--- config.mk ---
export PLATFORM = sky130hd
export DESIGN_NAME = cpu_core
export DESIGN_NICKNAME = d
export VERILOG_FILES = /design/src/logic/cpu_pkg.sv /design/src/logic/microcode_rom.sv /design/src/logic/data_dep_detector.sv /design/src/logic/control_unit.sv /design/src/logic/register_file.sv /design/src/logic/execute_stage.sv /design/src/logic/cpu_core.sv
export SDC_FILE = /design/constraint.sdc
export NUM_CORES = 2
export LEC_CHECK = 0
export BUFFER_PORTS_ARGS = -buffer_cell sky130_fd_sc_hd__buf_2
export CORE_MARGIN = 2
export CORE_UTILIZATION = 50
export DETAILED_ROUTE_END_ITERATION = 7
export PLACE_DENSITY = 0.68
export SLEW_MARGIN = 20
export SYNTH_ARGS = -nofsm -noshare
export SYNTH_HDL_FRONTEND = slang
export SYNTH_SLANG_ARGS = --single-unit
--- constraint.sdc ---
create_clock -name clk -period 7.7 [get_ports clk]
set_clock_uncertainty 0.1 [all_clocks]
set_input_delay 0 -clock clk [delete_from_list [all_inputs] [get_ports clk]]
set_output_delay 0 -clock clk [all_outputs]
set_load 0.02 [all_outputs]
--- src/logic/cpu_pkg.sv ---
package cpu_pkg;

    // architectural register file size and the width of a register index
    localparam int REG_COUNT = 16;
    localparam int REG_AW = $clog2(REG_COUNT);

    // s0 to s3, the stages that hold decoded microcode
    localparam int NUM_STAGES = 4;

    typedef enum logic [3:0] {
        OP_NOP   = 4'd0,
        OP_ADD   = 4'd1,
        OP_SUB   = 4'd2,
        OP_AND   = 4'd3,
        OP_OR    = 4'd4,
        OP_XOR   = 4'd5,
        OP_ADDI  = 4'd6,
        OP_LOAD  = 4'd7,
        OP_STORE = 4'd8,
        OP_BEQ   = 4'd9,
        OP_BNE   = 4'd10,
        OP_BLT   = 4'd11,
        OP_BGEU  = 4'd12,
        OP_JAL   = 4'd13,
        OP_HALT  = 4'd14
    } opcode_e;

    typedef enum logic [2:0] {
        CMP_NULL = 3'd0,
        CMP_EQ   = 3'd1,
        CMP_NE   = 3'd2,
        CMP_LT   = 3'd3,
        CMP_GE   = 3'd4,
        CMP_LTU  = 3'd5,
        CMP_GEU  = 3'd6,
        CMP_TRUE = 3'd7
    } cmp_op_e;

    typedef enum logic [2:0] {
        ALU_PASS_B = 3'd0,
        ALU_ADD    = 3'd1,
        ALU_SUB    = 3'd2,
        ALU_AND    = 3'd3,
        ALU_OR     = 3'd4,
        ALU_XOR    = 3'd5
    } alu_op_e;

    // imm is sign extended wherever it is used
    typedef struct packed {
        opcode_e           opcode;
        logic [REG_AW-1:0] rd;
        logic [REG_AW-1:0] rs1;
        logic [REG_AW-1:0] rs2;
        logic [8:0]        imm;
    } instr_t;

    // an all-zero word is a bubble
    typedef struct packed {
        cmp_op_e cmp_op;
        alu_op_e alu_op;
        logic    use_imm;
        logic    reads_a;
        logic    reads_b;
        logic    writes_reg;
        logic    mem_read;
        logic    mem_write;
        logic    jump_if_branch;
        logic    link;
        logic    halt;
    } mc_t;

endpackage

--- src/logic/microcode_rom.sv ---
`timescale 1ns/100ps

module microcode_rom import cpu_pkg::*; (
    input  opcode_e opcode,
    output mc_t     mc
);

    always_comb begin
        mc = '0;
        case (opcode)
            OP_ADD, OP_SUB, OP_AND, OP_OR, OP_XOR: begin
                mc.reads_a    = 1'b1;
                mc.reads_b    = 1'b1;
                mc.writes_reg = 1'b1;
                case (opcode)
                    OP_SUB:  mc.alu_op = ALU_SUB;
                    OP_AND:  mc.alu_op = ALU_AND;
                    OP_OR:   mc.alu_op = ALU_OR;
                    OP_XOR:  mc.alu_op = ALU_XOR;
                    default: mc.alu_op = ALU_ADD;
                endcase
            end
            OP_ADDI, OP_LOAD: begin
                mc.alu_op     = ALU_ADD;
                mc.use_imm    = 1'b1;
                mc.reads_a    = 1'b1;
                mc.writes_reg = 1'b1;
                mc.mem_read   = opcode == OP_LOAD;
            end
            OP_STORE: begin
                // address is rs1 + imm, rs2 travels along as store data
                mc.alu_op    = ALU_ADD;
                mc.use_imm   = 1'b1;
                mc.reads_a   = 1'b1;
                mc.reads_b   = 1'b1;
                mc.mem_write = 1'b1;
            end
            OP_BEQ, OP_BNE, OP_BLT, OP_BGEU: begin
                mc.reads_a        = 1'b1;
                mc.reads_b        = 1'b1;
                mc.jump_if_branch = 1'b1;
                case (opcode)
                    OP_BNE:  mc.cmp_op = CMP_NE;
                    OP_BLT:  mc.cmp_op = CMP_LT;
                    OP_BGEU: mc.cmp_op = CMP_GEU;
                    default: mc.cmp_op = CMP_EQ;
                endcase
            end
            OP_JAL: begin
                mc.cmp_op         = CMP_TRUE;
                mc.jump_if_branch = 1'b1;
                mc.writes_reg     = 1'b1;
                mc.link           = 1'b1;
            end
            OP_HALT: begin
                mc.halt = 1'b1;
            end
            default: begin
                // NOP and unassigned opcodes stay a bubble
                mc = '0;
            end
        endcase
    end

endmodule

--- src/logic/data_dep_detector.sv ---
`timescale 1ns/100ps

module data_dep_detector import cpu_pkg::*; (
    input  mc_t    mc_s0,
    input  mc_t    mc_s1,
    input  mc_t    mc_s2,
    input  mc_t    mc_s3,
    input  instr_t inst_s0,
    input  instr_t inst_s1,
    input  instr_t inst_s2,
    input  instr_t inst_s3,
    output logic   data_dependency
);

    // stages behind decode whose results are not yet in the register file
    mc_t    mc_later   [1:NUM_STAGES-1];
    instr_t inst_later [1:NUM_STAGES-1];

    assign mc_later[1]   = mc_s1;
    assign mc_later[2]   = mc_s2;
    assign mc_later[3]   = mc_s3;
    assign inst_later[1] = inst_s1;
    assign inst_later[2] = inst_s2;
    assign inst_later[3] = inst_s3;

    always_comb begin
        data_dependency = 1'b0;
        for (int i = 1; i < NUM_STAGES; i++) begin
            // register 0 is hardwired to zero so writes to it never matter
            if (mc_later[i].writes_reg && inst_later[i].rd != '0) begin
                if (mc_s0.reads_a && inst_s0.rs1 == inst_later[i].rd) begin
                    data_dependency = 1'b1;
                end
                if (mc_s0.reads_b && inst_s0.rs2 == inst_later[i].rd) begin
                    data_dependency = 1'b1;
                end
            end
        end
    end

endmodule

--- src/logic/control_unit.sv ---
`timescale 1ns/100ps

module control_unit import cpu_pkg::*; #(
    parameter int ADDR_WIDTH = 10
) (
    input  logic                  clk,
    input  logic                  rst_n,
    input  logic                  stage_enable,
    output logic [ADDR_WIDTH-1:0] imem_addr,
    input  instr_t                imem_data,
    input  logic [31:0]           reg_a,
    input  logic [31:0]           reg_b,
    input  logic [ADDR_WIDTH-1:0] jmp_addr,
    output mc_t                   mc_s0,
    output mc_t                   mc_s1,
    output mc_t                   mc_s2,
    output mc_t                   mc_s3,
    output instr_t                inst_s0,
    output instr_t                inst_s1,
    output instr_t                inst_s2,
    output instr_t                inst_s3,
    output logic [ADDR_WIDTH-1:0] ret_addr,
    output logic                  halted
);

    logic [ADDR_WIDTH-1:0] pc;
    logic [ADDR_WIDTH-1:0] pc_sf;
    logic [ADDR_WIDTH-1:0] pc_s0;
    logic [ADDR_WIDTH-1:0] pc_s1;
    logic [ADDR_WIDTH-1:0] pc_s2;
    logic                  sf_valid;
    instr_t                skid;
    logic                  skid_valid;
    instr_t                fetched;
    logic                  cmp_true;
    logic [NUM_STAGES-1:0] taken_hist;
    logic                  data_dep;
    logic                  squash;
    logic                  halt_block;
    logic                  dep_hold;
    logic                  blk_s0;
    logic                  fetch_adv;
    logic                  take_branch;

    microcode_rom microcode_rom_i (
        .opcode (inst_s0.opcode),
        .mc     (mc_s0)
    );

    data_dep_detector data_dep_detector_i (
        .mc_s0           (mc_s0),
        .mc_s1           (mc_s1),
        .mc_s2           (mc_s2),
        .mc_s3           (mc_s3),
        .inst_s0         (inst_s0),
        .inst_s1         (inst_s1),
        .inst_s2         (inst_s2),
        .inst_s3         (inst_s3),
        .data_dependency (data_dep)
    );

    assign imem_addr = pc;
    assign ret_addr  = pc_s2 + ADDR_WIDTH'(1);

    // the memory re-reads pc every cycle, so the word meant for sf is kept aside while held
    assign fetched = skid_valid ? skid : imem_data;

    always_comb begin
        // a taken branch kills everything fetched during the next four cycles
        squash      = |taken_hist;
        halt_block  = halted | mc_s1.halt | mc_s2.halt | mc_s3.halt;
        dep_hold    = data_dep & ~squash & ~halt_block;
        blk_s0      = squash | halt_block | data_dep;
        fetch_adv   = stage_enable & ~dep_hold;
        take_branch = taken_hist[1] & mc_s2.jump_if_branch;
    end

    always_comb begin
        case (mc_s0.cmp_op)
            CMP_EQ:   cmp_true = reg_a == reg_b;
            CMP_NE:   cmp_true = reg_a != reg_b;
            CMP_LT:   cmp_true = $signed(reg_a) < $signed(reg_b);
            CMP_GE:   cmp_true = $signed(reg_a) >= $signed(reg_b);
            CMP_LTU:  cmp_true = reg_a < reg_b;
            CMP_GEU:  cmp_true = reg_a >= reg_b;
            CMP_TRUE: cmp_true = 1'b1;
            default:  cmp_true = 1'b0;
        endcase
    end

    // the skid follows every clock, also while a memory access freezes the stages
    always_ff @(posedge clk or negedge rst_n) begin
        if (!rst_n) begin
            skid_valid <= 1'b0;
        end else begin
            skid_valid <= ~fetch_adv;
        end
    end

    always_ff @(posedge clk) begin
        if (!fetch_adv && !skid_valid) begin
            skid <= imem_data;
        end
    end

    always_ff @(posedge clk or negedge rst_n) begin
        if (!rst_n) begin
            pc         <= '0;
            sf_valid   <= 1'b0;
            taken_hist <= '0;
            halted     <= 1'b0;
            inst_s0    <= '0;
            inst_s1    <= '0;
            inst_s2    <= '0;
            inst_s3    <= '0;
            mc_s1      <= '0;
            mc_s2      <= '0;
            mc_s3      <= '0;
        end else if (stage_enable) begin
            if (take_branch) begin
                pc <= jmp_addr;
            end else if (!dep_hold && !halted) begin
                pc <= pc + ADDR_WIDTH'(1);
            end
            if (fetch_adv) begin
                sf_valid <= 1'b1;
                inst_s0  <= sf_valid ? fetched : '0;
            end
            // a blocked instruction must not leave a taken flag behind
            taken_hist <= {taken_hist[NUM_STAGES-2:0], cmp_true & ~blk_s0};
            mc_s1      <= blk_s0 ? '0 : mc_s0;
            inst_s1    <= blk_s0 ? '0 : inst_s0;
            mc_s2      <= mc_s1;
            inst_s2    <= inst_s1;
            mc_s3      <= mc_s2;
            inst_s3    <= inst_s2;
            if (mc_s3.halt) begin
                halted <= 1'b1;
            end
        end
    end

    always_ff @(posedge clk) begin
        if (fetch_adv) begin
            pc_sf <= pc;
            pc_s0 <= pc_sf;
        end
        if (stage_enable) begin
            pc_s1 <= pc_s0;
            pc_s2 <= pc_s1;
        end
    end

endmodule

--- src/logic/register_file.sv ---
`timescale 1ns/100ps

module register_file import cpu_pkg::*; (
    input  logic              clk,
    input  logic              rst_n,
    input  logic [REG_AW-1:0] rd_addr_a,
    input  logic [REG_AW-1:0] rd_addr_b,
    output logic [31:0]       rd_data_a,
    output logic [31:0]       rd_data_b,
    input  logic              wr_en,
    input  logic [REG_AW-1:0] wr_addr,
    input  logic [31:0]       wr_data
);

    logic [31:0] regs [REG_COUNT];

    // no bypass, a value written this cycle is seen on the next one
    assign rd_data_a = regs[rd_addr_a];
    assign rd_data_b = regs[rd_addr_b];

    always_ff @(posedge clk or negedge rst_n) begin
        if (!rst_n) begin
            for (int i = 0; i < REG_COUNT; i++) begin
                regs[i] <= '0;
            end
        end else if (wr_en && wr_addr != '0) begin
            // register 0 is never written and keeps its reset value of zero
            regs[wr_addr] <= wr_data;
        end
    end

endmodule

--- src/logic/execute_stage.sv ---
`timescale 1ns/100ps

module execute_stage import cpu_pkg::*; #(
    parameter int ADDR_WIDTH = 10
) (
    input  logic                  clk,
    input  logic                  rst_n,
    input  mc_t                   mc_s1,
    input  mc_t                   mc_s2,
    input  mc_t                   mc_s3,
    input  instr_t                inst_s1,
    input  instr_t                inst_s2,
    input  instr_t                inst_s3,
    input  logic [31:0]           reg_a,
    input  logic [31:0]           reg_b,
    input  logic [ADDR_WIDTH-1:0] ret_addr,
    output logic [ADDR_WIDTH-1:0] jmp_addr,
    output logic                  mem_stall,
    output logic                  wr_en,
    output logic [REG_AW-1:0]     wr_addr,
    output logic [31:0]           wr_data,
    output logic                  wb_cyc,
    output logic                  wb_stb,
    output logic                  wb_we,
    output logic [31:0]           wb_adr,
    output logic [31:0]           wb_dat_w,
    input  logic [31:0]           wb_dat_r,
    input  logic                  wb_ack
);

    logic        advance;
    logic        mem_req_s1;
    logic        mem_req_s2;
    logic [31:0] opa_s1;
    logic [31:0] opb_s1;
    logic [31:0] alu_b;
    logic [31:0] alu_s1;
    logic [31:0] alu_s2;
    logic [31:0] store_s2;
    logic [31:0] alu_s3;
    logic [31:0] load_s3;
    logic [31:0] ret_s3;

    assign advance    = ~mem_stall;
    assign mem_req_s1 = mc_s1.mem_read | mc_s1.mem_write;
    assign mem_req_s2 = mc_s2.mem_read | mc_s2.mem_write;

    // ret_addr belongs to the instruction in s2, one past its own pc
    assign jmp_addr = ret_addr - ADDR_WIDTH'(1) + ADDR_WIDTH'($signed(inst_s2.imm));

    always_comb begin
        alu_b = mc_s1.use_imm ? 32'($signed(inst_s1.imm)) : opb_s1;
        case (mc_s1.alu_op)
            ALU_ADD: alu_s1 = opa_s1 + alu_b;
            ALU_SUB: alu_s1 = opa_s1 - alu_b;
            ALU_AND: alu_s1 = opa_s1 & alu_b;
            ALU_OR:  alu_s1 = opa_s1 | alu_b;
            ALU_XOR: alu_s1 = opa_s1 ^ alu_b;
            default: alu_s1 = alu_b;
        endcase
    end

    // address, data and we come from frozen s2 registers, so they hold during wait states
    assign wb_stb   = wb_cyc;
    assign wb_we    = wb_cyc & mc_s2.mem_write;
    assign wb_adr   = alu_s2;
    assign wb_dat_w = store_s2;

    // an access that follows right after an ack starts one cycle late, keeping cyc low between
    assign mem_stall = wb_cyc ? ~wb_ack : mem_req_s2;

    always_ff @(posedge clk or negedge rst_n) begin
        if (!rst_n) begin
            wb_cyc <= 1'b0;
        end else if (wb_cyc) begin
            wb_cyc <= ~wb_ack;
        end else begin
            wb_cyc <= mem_req_s2 | mem_req_s1;
        end
    end

    always_ff @(posedge clk) begin
        if (advance) begin
            opa_s1   <= reg_a;
            opb_s1   <= reg_b;
            alu_s2   <= alu_s1;
            store_s2 <= opb_s1;
            alu_s3   <= alu_s2;
            load_s3  <= wb_dat_r;
            ret_s3   <= 32'(ret_addr);
        end
    end

    assign wr_en   = mc_s3.writes_reg;
    assign wr_addr = inst_s3.rd;

    always_comb begin
        if (mc_s3.link) begin
            wr_data = ret_s3;
        end else if (mc_s3.mem_read) begin
            wr_data = load_s3;
        end else begin
            wr_data = alu_s3;
        end
    end

endmodule

--- src/logic/cpu_core.sv ---
`timescale 1ns/100ps

module cpu_core import cpu_pkg::*; #(
    parameter int ADDR_WIDTH = 10
) (
    input  logic                  clk,
    input  logic                  rst_n,
    output logic [ADDR_WIDTH-1:0] imem_addr,
    input  instr_t                imem_data,
    output logic                  wb_cyc,
    output logic                  wb_stb,
    output logic                  wb_we,
    output logic [31:0]           wb_adr,
    output logic [31:0]           wb_dat_w,
    input  logic [31:0]           wb_dat_r,
    input  logic                  wb_ack,
    output logic                  halted
);

    mc_t                   mc_s1;
    mc_t                   mc_s2;
    mc_t                   mc_s3;
    instr_t                inst_s0;
    instr_t                inst_s1;
    instr_t                inst_s2;
    instr_t                inst_s3;
    logic [31:0]           reg_a;
    logic [31:0]           reg_b;
    logic [ADDR_WIDTH-1:0] jmp_addr;
    logic [ADDR_WIDTH-1:0] ret_addr;
    logic                  mem_stall;
    logic                  stage_enable;
    logic                  wr_en;
    logic [REG_AW-1:0]     wr_addr;
    logic [31:0]           wr_data;

    // every pipeline register holds while a data access waits for ack
    assign stage_enable = ~mem_stall;

    control_unit #(
        .ADDR_WIDTH (ADDR_WIDTH)
    ) control_unit_i (
        .clk          (clk),
        .rst_n        (rst_n),
        .stage_enable (stage_enable),
        .imem_addr    (imem_addr),
        .imem_data    (imem_data),
        .reg_a        (reg_a),
        .reg_b        (reg_b),
        .jmp_addr     (jmp_addr),
        .mc_s0        (),
        .mc_s1        (mc_s1),
        .mc_s2        (mc_s2),
        .mc_s3        (mc_s3),
        .inst_s0      (inst_s0),
        .inst_s1      (inst_s1),
        .inst_s2      (inst_s2),
        .inst_s3      (inst_s3),
        .ret_addr     (ret_addr),
        .halted       (halted)
    );

    register_file register_file_i (
        .clk       (clk),
        .rst_n     (rst_n),
        .rd_addr_a (inst_s0.rs1),
        .rd_addr_b (inst_s0.rs2),
        .rd_data_a (reg_a),
        .rd_data_b (reg_b),
        .wr_en     (wr_en),
        .wr_addr   (wr_addr),
        .wr_data   (wr_data)
    );

    execute_stage #(
        .ADDR_WIDTH (ADDR_WIDTH)
    ) execute_stage_i (
        .clk       (clk),
        .rst_n     (rst_n),
        .mc_s1     (mc_s1),
        .mc_s2     (mc_s2),
        .mc_s3     (mc_s3),
        .inst_s1   (inst_s1),
        .inst_s2   (inst_s2),
        .inst_s3   (inst_s3),
        .reg_a     (reg_a),
        .reg_b     (reg_b),
        .ret_addr  (ret_addr),
        .jmp_addr  (jmp_addr),
        .mem_stall (mem_stall),
        .wr_en     (wr_en),
        .wr_addr   (wr_addr),
        .wr_data   (wr_data),
        .wb_cyc    (wb_cyc),
        .wb_stb    (wb_stb),
        .wb_we     (wb_we),
        .wb_adr    (wb_adr),
        .wb_dat_w  (wb_dat_w),
        .wb_dat_r  (wb_dat_r),
        .wb_ack    (wb_ack)
    );

endmodule

Yosys cells after proc, flatten, opt, wreduce, memory -nomap -nowiden
Index checks and enable logic that the tools add are counted.
Widths: inputs -> output; s select.
Word-level totals
  bits in latches: 0
  register bits: 872
  logic and storage cells: 217
  RAM bits: 0
  bits in read-only memories: 0
  memories kept: 0
  input bits: 60
Operators by class
  $lt $le $gt $ge: 8
  multiply operators: 0
  shift operators: 0
  multiplexer cells: 44
  reduce and logical (&&, ||, !) cells: 32
  divide/modulo/power cells: 0
  equality and inequality tests: 34
  bitwise gates (word level): 27
  add/sub/neg operators: 6
Operator list (count)
  $bwmux 512: 1
  $bmux 32 s4: 2
  $mux 32: 8
  $pmux 32 s5: 1
  $demux 32 s4: 1
  $ge 32x32->1: 2
  $lt 32x32->1: 2
  $mux 25: 2
  $add 32x32->32: 1
  $and 32x32->32: 1
  $eq 32x32->1: 1
  $ne 32x32->1: 1
  $or 32x32->32: 1
  $sub 32x32->32: 1
  $xor 32x32->32: 1
  $eq 4x4->1 const B: 7
  $eq 4x4->1: 6
  $mux 21: 1
  $add 10x1->10 const B: 2
  $mux 1: 20
  $mux 10: 2
  $eq 3x3->1 const B: 6
  $eq 4x3->1 const B: 4
  $ge 5x5->1 const B: 3
  other kinds (28): 74

Logic depth before layout (Yosys ltp)
  depth after elaboration: 19
  mapped depth: 20
  depth with buffers taken out: 17

By module
A second synthesis with hierarchy kept.
Unflattened totals
  cell total of the unflattened synthesis: 3602
  area, all modules: 48773.0 sq um
By module, submodules not included
  register_file: seq. area each 12812.3 sq um, times used 1, cells an instance 1670, area an instance 26196.4 sq um
  execute_stage: seq. area each 6090.8 sq um, times used 1, cells an instance 1150, area an instance 12505.7 sq um
  control_unit: seq. area each 6005.8 sq um, times used 1, cells an instance 705, area an instance 9501.6 sq um
  data_dep_detector: seq. area each 0.0 sq um, times used 1, cells an instance 44, area an instance 351.6 sq um
  microcode_rom: seq. area each 0.0 sq um, times used 1, cells an instance 32, area an instance 214.0 sq um
  cpu_core: seq. area each 0.0 sq um, times used 1, cells an instance 1, area an instance 3.8 sq um

Worst setup path before layout
Ideal clock, no wire load.
  path type: register -> register
  start point: reg execute_stage_i.wb_cyc
  end point: reg control_unit_i.pc_s1[0] (enable)
  path slack: -484 ps
  required time: 6927 ps
  library setup time: 673 ps
  data arrival time: 7412 ps
  period minus slack after synthesis: 8184 ps
  cell stages (with the launch flop): 7
  cells stage by stage: dfrtp_1 > nand2_1 > o31a_1 > clkbuf_1 > inv_1 > clkbuf_1 > clkbuf_1
On the way
  cells in the longest elaborated chain, start to end: 1
Ends and longest elaborated chain
  start, declared: RTL line execute_stage.sv:22  | output logic wb_cyc,
  start signal, assigned: RTL line execute_stage.sv:76  | wb_cyc <= ~wb_ack;
  start signal, assigned: RTL line execute_stage.sv:78  | wb_cyc <= mem_req_s2 | mem_req_s1;
  $mux 1: RTL line execute_stage.sv:70  | assign mem_stall = wb_cyc ? ~wb_ack : mem_req_s2;
  end signal, assigned: RTL line control_unit.sv:149  | pc_s1 <= pc_s0;
  end, declared: RTL line control_unit.sv:29  | logic [ADDR_WIDTH-1:0] pc_s1;
Every way passes these cells.
A chain may end at the register's enable or synchronous reset.

Worst setup path after layout
  start point: reg, netlist name control_unit_i.mc_s1[8]
  end point: reg execute_stage_i.alu_s2[27], in the netlist execute_stage_i.wb_adr[27], data pin
On the way
  cells in the longest elaborated chain, start to end: 3
  elaborated cells between the ends (all ways): 7
  those cells by class: add/sub: 2; mux: 2; bitwise: 3
Ends and longest elaborated chain
  $mux 32 (*): RTL line execute_stage.sv:52  | alu_b = mc_s1.use_imm ? 32'($signed(inst_s1.imm)) : opb_s1;
  $sub 32x32->32 (tied with other cells): RTL line execute_stage.sv:55  | ALU_SUB: alu_s1 = opa_s1 - alu_b;
  $pmux 32 s5 (*): RTL line execute_stage.sv:53  | case (mc_s1.alu_op)
  net execute_stage_i.alu_s1[27]: RTL line execute_stage.sv:37  | logic [31:0] alu_s1;
  end signal, assigned: RTL line execute_stage.sv:86  | alu_s2 <= alu_s1;
  end, declared: RTL line execute_stage.sv:38  | logic [31:0] alu_s2;
The timed path passes the listed nets; every way through them passes the cells marked *.

==> metrics.md <==
| Metric | Value |
|---|---|
| Tightest Pin Transition | about 1.1 ns |
| Die width | about 300 um |
| CTS root buffer | clkbuf_16 |
| Power density cells | about 470 nW/um2 |
| Die ar. | slightly above 90000 um2 |
| Library cells used by synthesis | just over 70 |
| Status | finished with violations |
| H-tree Lvls | 3 |
| Routed WL | about 120000 um |
| Post-cts resize count | 0 |
| Startpoint Class | flip-flop |
| TritonCTS clock tree | yes |
| Row cnt | ~110 |
| Worst hold path type | input port to asynchronous set/reset pin |
| Post-DP HPWL | 75300 um |
| Unrepaired setup endpoints after global routing | no |
| Critical path's slowest cell | o41ai_1 |
| CTS Buffer Depth | 3 |
| Total iterations of the first detailed-routing run | 8 |
| Insertion delay to the later sink of the worst-skew pair | 0.67 ns |
| Most common cell after layout, fill and taps aside | nand2_1 |
| Syn-to-layout area delta | 12.8% |
| Clk sinks | between 800 and 900 |
| Util after Layout | 0.570 |
| Worst-path clk slew | about 0.06 ns |
| Mapped Area | 44800 um2 |
| Ports | approximately 140 |
| Pin count of the biggest net entering global routing | around 130 |
| Setup ws final | roughly 2.5 ns |
| Net Count, Synth | roughly 4k |
| Met1 Track Usage GR | 0.363 |
| Top FF cell, synth | dfrtp_1 |
| Placer Congestion | just under 1 |
| Post-DRT Antenna Nets | 0 |
| Port Buffers | roughly 140 |
| Initial core utilization | 0.506 |
| Critical Path AT | around 5.6 ns |
| Critical path class | flip-flop to flip-flop |
| Cells along the critical path | buf_4 > or4_1 > a222oi_1 > nand3_2 > nor2_1 > a21oi_1 > xnor2_1 > ha_1 > nand2_1 > o211ai_1 > and4bb_2 > a21oi_1 > o41ai_1 > o21ai_0 > and3_1 > nor3_1 |
| Reg2reg start | control_unit_i.mc_s1[8] |
| Post-Syn Area per Cell | around 12 um2 |
| Commonest non-fill, non-tap cells in the layout | nand2_1, dfrtp_1, o21ai_0, mux4_2, edfxtp_1 |
| Global Route Usage Sum | 0.267 |
| Vias per cell | between 6 and 7 |
| TNS Setup | 0 ns |
| Total grt overflow | 0 |
| Worst Reg-to-Reg Cells | 16 |
| Crit path max fanout | 30 |
| Setup violators final | 0 |
| Post-Place Cells | between 4k and 5k |
| Min Clock Period, post-route | roughly 5.2 ns |
| Min Hold Slack | -0.000293 ns |
| Achievable Freq | 192 MHz |
| CP most frequent cell | a21oi_1 |
| Yosys Warn Count | 0 |
| Initial drt markers | 2844 |
| Violated checks | DRC, hold timing |
| Worst VDD drop | approximately 400 uV |
| Yosys reg bits | 872 |
| CTS Buf Count | between 80 and 90 |
| Total core area | slightly below 90000 um2 |
| Via Count | around 31k |
| Final Non-Filler Cells | 5144 |
| Post-synthesis cell count | ~3.8k |
| Vias in the first global route | about 31k |
| Required time of the worst setup path | about 8.1 ns |
| GRT busiest layer | met2 |
| Chip height | a little over 300 um |
| Asr flop ratio synth | 0.694 |
| Share of cells above drive strength 1 | 0.188 |
| Pins over their slew limit | 0 |
| Crit. End Element | flip-flop |
| Pre-CTS setup slack | roughly 2.5 ns |
| Hold Violations, Final | 2 |
| WL/cell | ~23 um |
| Worst R2R Setup Slack | 2.50 ns |
| Slew HR | 0.281 |
| Fin crit share | 0.675 |
| Critical R2R Capture | execute_stage_i.wb_adr[27] |
| Max Cap Violations | 0 |
| Number of synthesized flops with an enable pin | roughly 270 |
| Worst stage delay on the critical path | around 0.66 ns |
| Met2 GRT Util | 0.438 |
| Register area share after synthesis | 0.517 |
| LEAKAGE | approximately 22 nW |
| Initial antenna violation count | 2 |
| # DRC | 5 |
| First-pass GRT wire length | around 190000 um |
| Layout Nets | 4110 |
| Met3 Usage GRT | 0.0431 |
-- worst max-delay path, delay by kind of cell (launching register included) --
family | cells | cell delay, ns
simple gates | 7 | 1.98
compound gates | 6 | 1.84
flops | 1 | 0.36
fa+ha+maj | 1 | 0.36
buf+inv | 1 | 0.25
xor+xnor | 1 | 0.14
-- through the flow --
| step | total power (W) | hold slack [ns] | cell area (um2) |
|---|---|---|---|
| final | 0.0237 | -0.000293 | 50600 |
| after global routing | 0.0252 | 0.0659 | 50600 |
| after CTS | 0.0237 | 0.00916 | 50600 |
| after detailed placement | 0.0192 | 0.0212 | 46400 |
| after global placement | 0.0189 | 0.0193 | 46400 |
| after floorplan | 0.0157 | -0.396 | 44800 |
-- area by class of cell --
type / instances / area, um2
fill: 7224 / 38100
sequential: 872 / 23200
multi-input combinational: 2480 / 20000
clock buffer: 121 / 2490
timing repair buffer: 303 / 2350
tap: 1165 / 1460
inverter: 156 / 593
clock inverter: 42 / 504
antenna: 5 / 12.5
-- cells by family after synthesis --
group / count (synthesis) / share of synthesized area
compound gates: 871 / 0.112
simple gates: 974 / 0.0922
flops: 872 / 0.517
xor+xnor: 95 / 0.0186
fa+ha+maj: 150 / 0.0422
mux: 390 / 0.177
buf+inv: 481 / 0.0406
-- flip-flops by register name (all words and copies together), names as in the netlist, 13 cells and up --
signal / cells
control_unit_i.inst_s1: 13
control_unit_i.inst_s2: 13
execute_stage_i.load_s3: 32
execute_stage_i.opb_s1: 32
execute_stage_i.opa_s1: 32
execute_stage_i.wb_dat_w: 32
execute_stage_i.alu_s3: 32
control_unit_i.inst_s0: 25
control_unit_i.skid: 25
execute_stage_i.wb_adr: 32
register_file_i.regs: 512
-- report_power, final --
part / switching (W) / total (W) / internal, W
combinational: 0.00658 / 0.0111 / 0.00452
sequential: 0.00146 / 0.00817 / 0.00671
clock: 0.00187 / 0.00442 / 0.00255
total: 0.00991 / 0.0237 / 0.0138
-- worst max path at each step --
stage / from / to / slack [ns]
floorplan: control_unit_i.mc_s1[8] / execute_stage_i.wb_adr[27] / 2.95
global placement: control_unit_i.mc_s1[8] / execute_stage_i.wb_adr[27] / 2.61
detailed placement: control_unit_i.inst_s0[13] / control_unit_i.taken_hist[0] / 2.53
CTS: control_unit_i.inst_s0[13] / control_unit_i.taken_hist[0] / 2.52
global route: control_unit_i.mc_s1[8] / execute_stage_i.wb_adr[27] / 2.19
finish: control_unit_i.mc_s1[8] / execute_stage_i.wb_adr[27] / 2.50
-- timing repair --
item,4_1_cts,5_1_grt
hold endpoints to repair,198,0
buffers inserted,0,0
hold buffers,117,0
-- synth_stat cells (all sizes together), types with 4 or more instances --
master,instances,share of area
a31oi,9,0.0013
clkbuf,287,0.024
a22o,16,0.0031
and2,10,0.0014
a21oi,91,0.010
a222oi,32,0.0071
nor2b,9,0.0013
nor4,6,0.0012
a21o,47,0.0079
o31ai,12,0.0021
o22ai,6,0.00084
nor2,70,0.0059
a221oi,5,0.00098
nor3b,4,0.00067
xor2,15,0.0029
nand3,52,0.0059
edfxtp,267,0.18
nand2b,8,0.0011
a221o,4,0.00089
o41ai,6,0.0012
buf,38,0.0035
mux2,26,0.0065
or2,23,0.0032
mux4,320,0.16
o211ai,10,0.0017
dfrtp,605,0.34
o21a,4,0.00067
ha,148,0.041
a211oi,10,0.0018
and3,15,0.0021
o21ai,567,0.063
nand2,711,0.060
and4,6,0.0012
mux2i,44,0.0098
o21bai,4,0.00067
or3,7,0.0011
nor3,22,0.0027
nand4,19,0.0027
inv,156,0.013
a22oi,26,0.0044
xnor2,80,0.016
-- routing by layer --
| layer | part of all wire | wire length, um |
|---|---|---|
| met1 | 0.41 | 49500 |
| met2 | 0.49 | 58500 |
| met3 | 0.074 | 8900 |
| met4 | 0.030 | 3610 |
| met5 | 0 | 0 |
No activity file was read; power rests on OpenSTA's default activity.
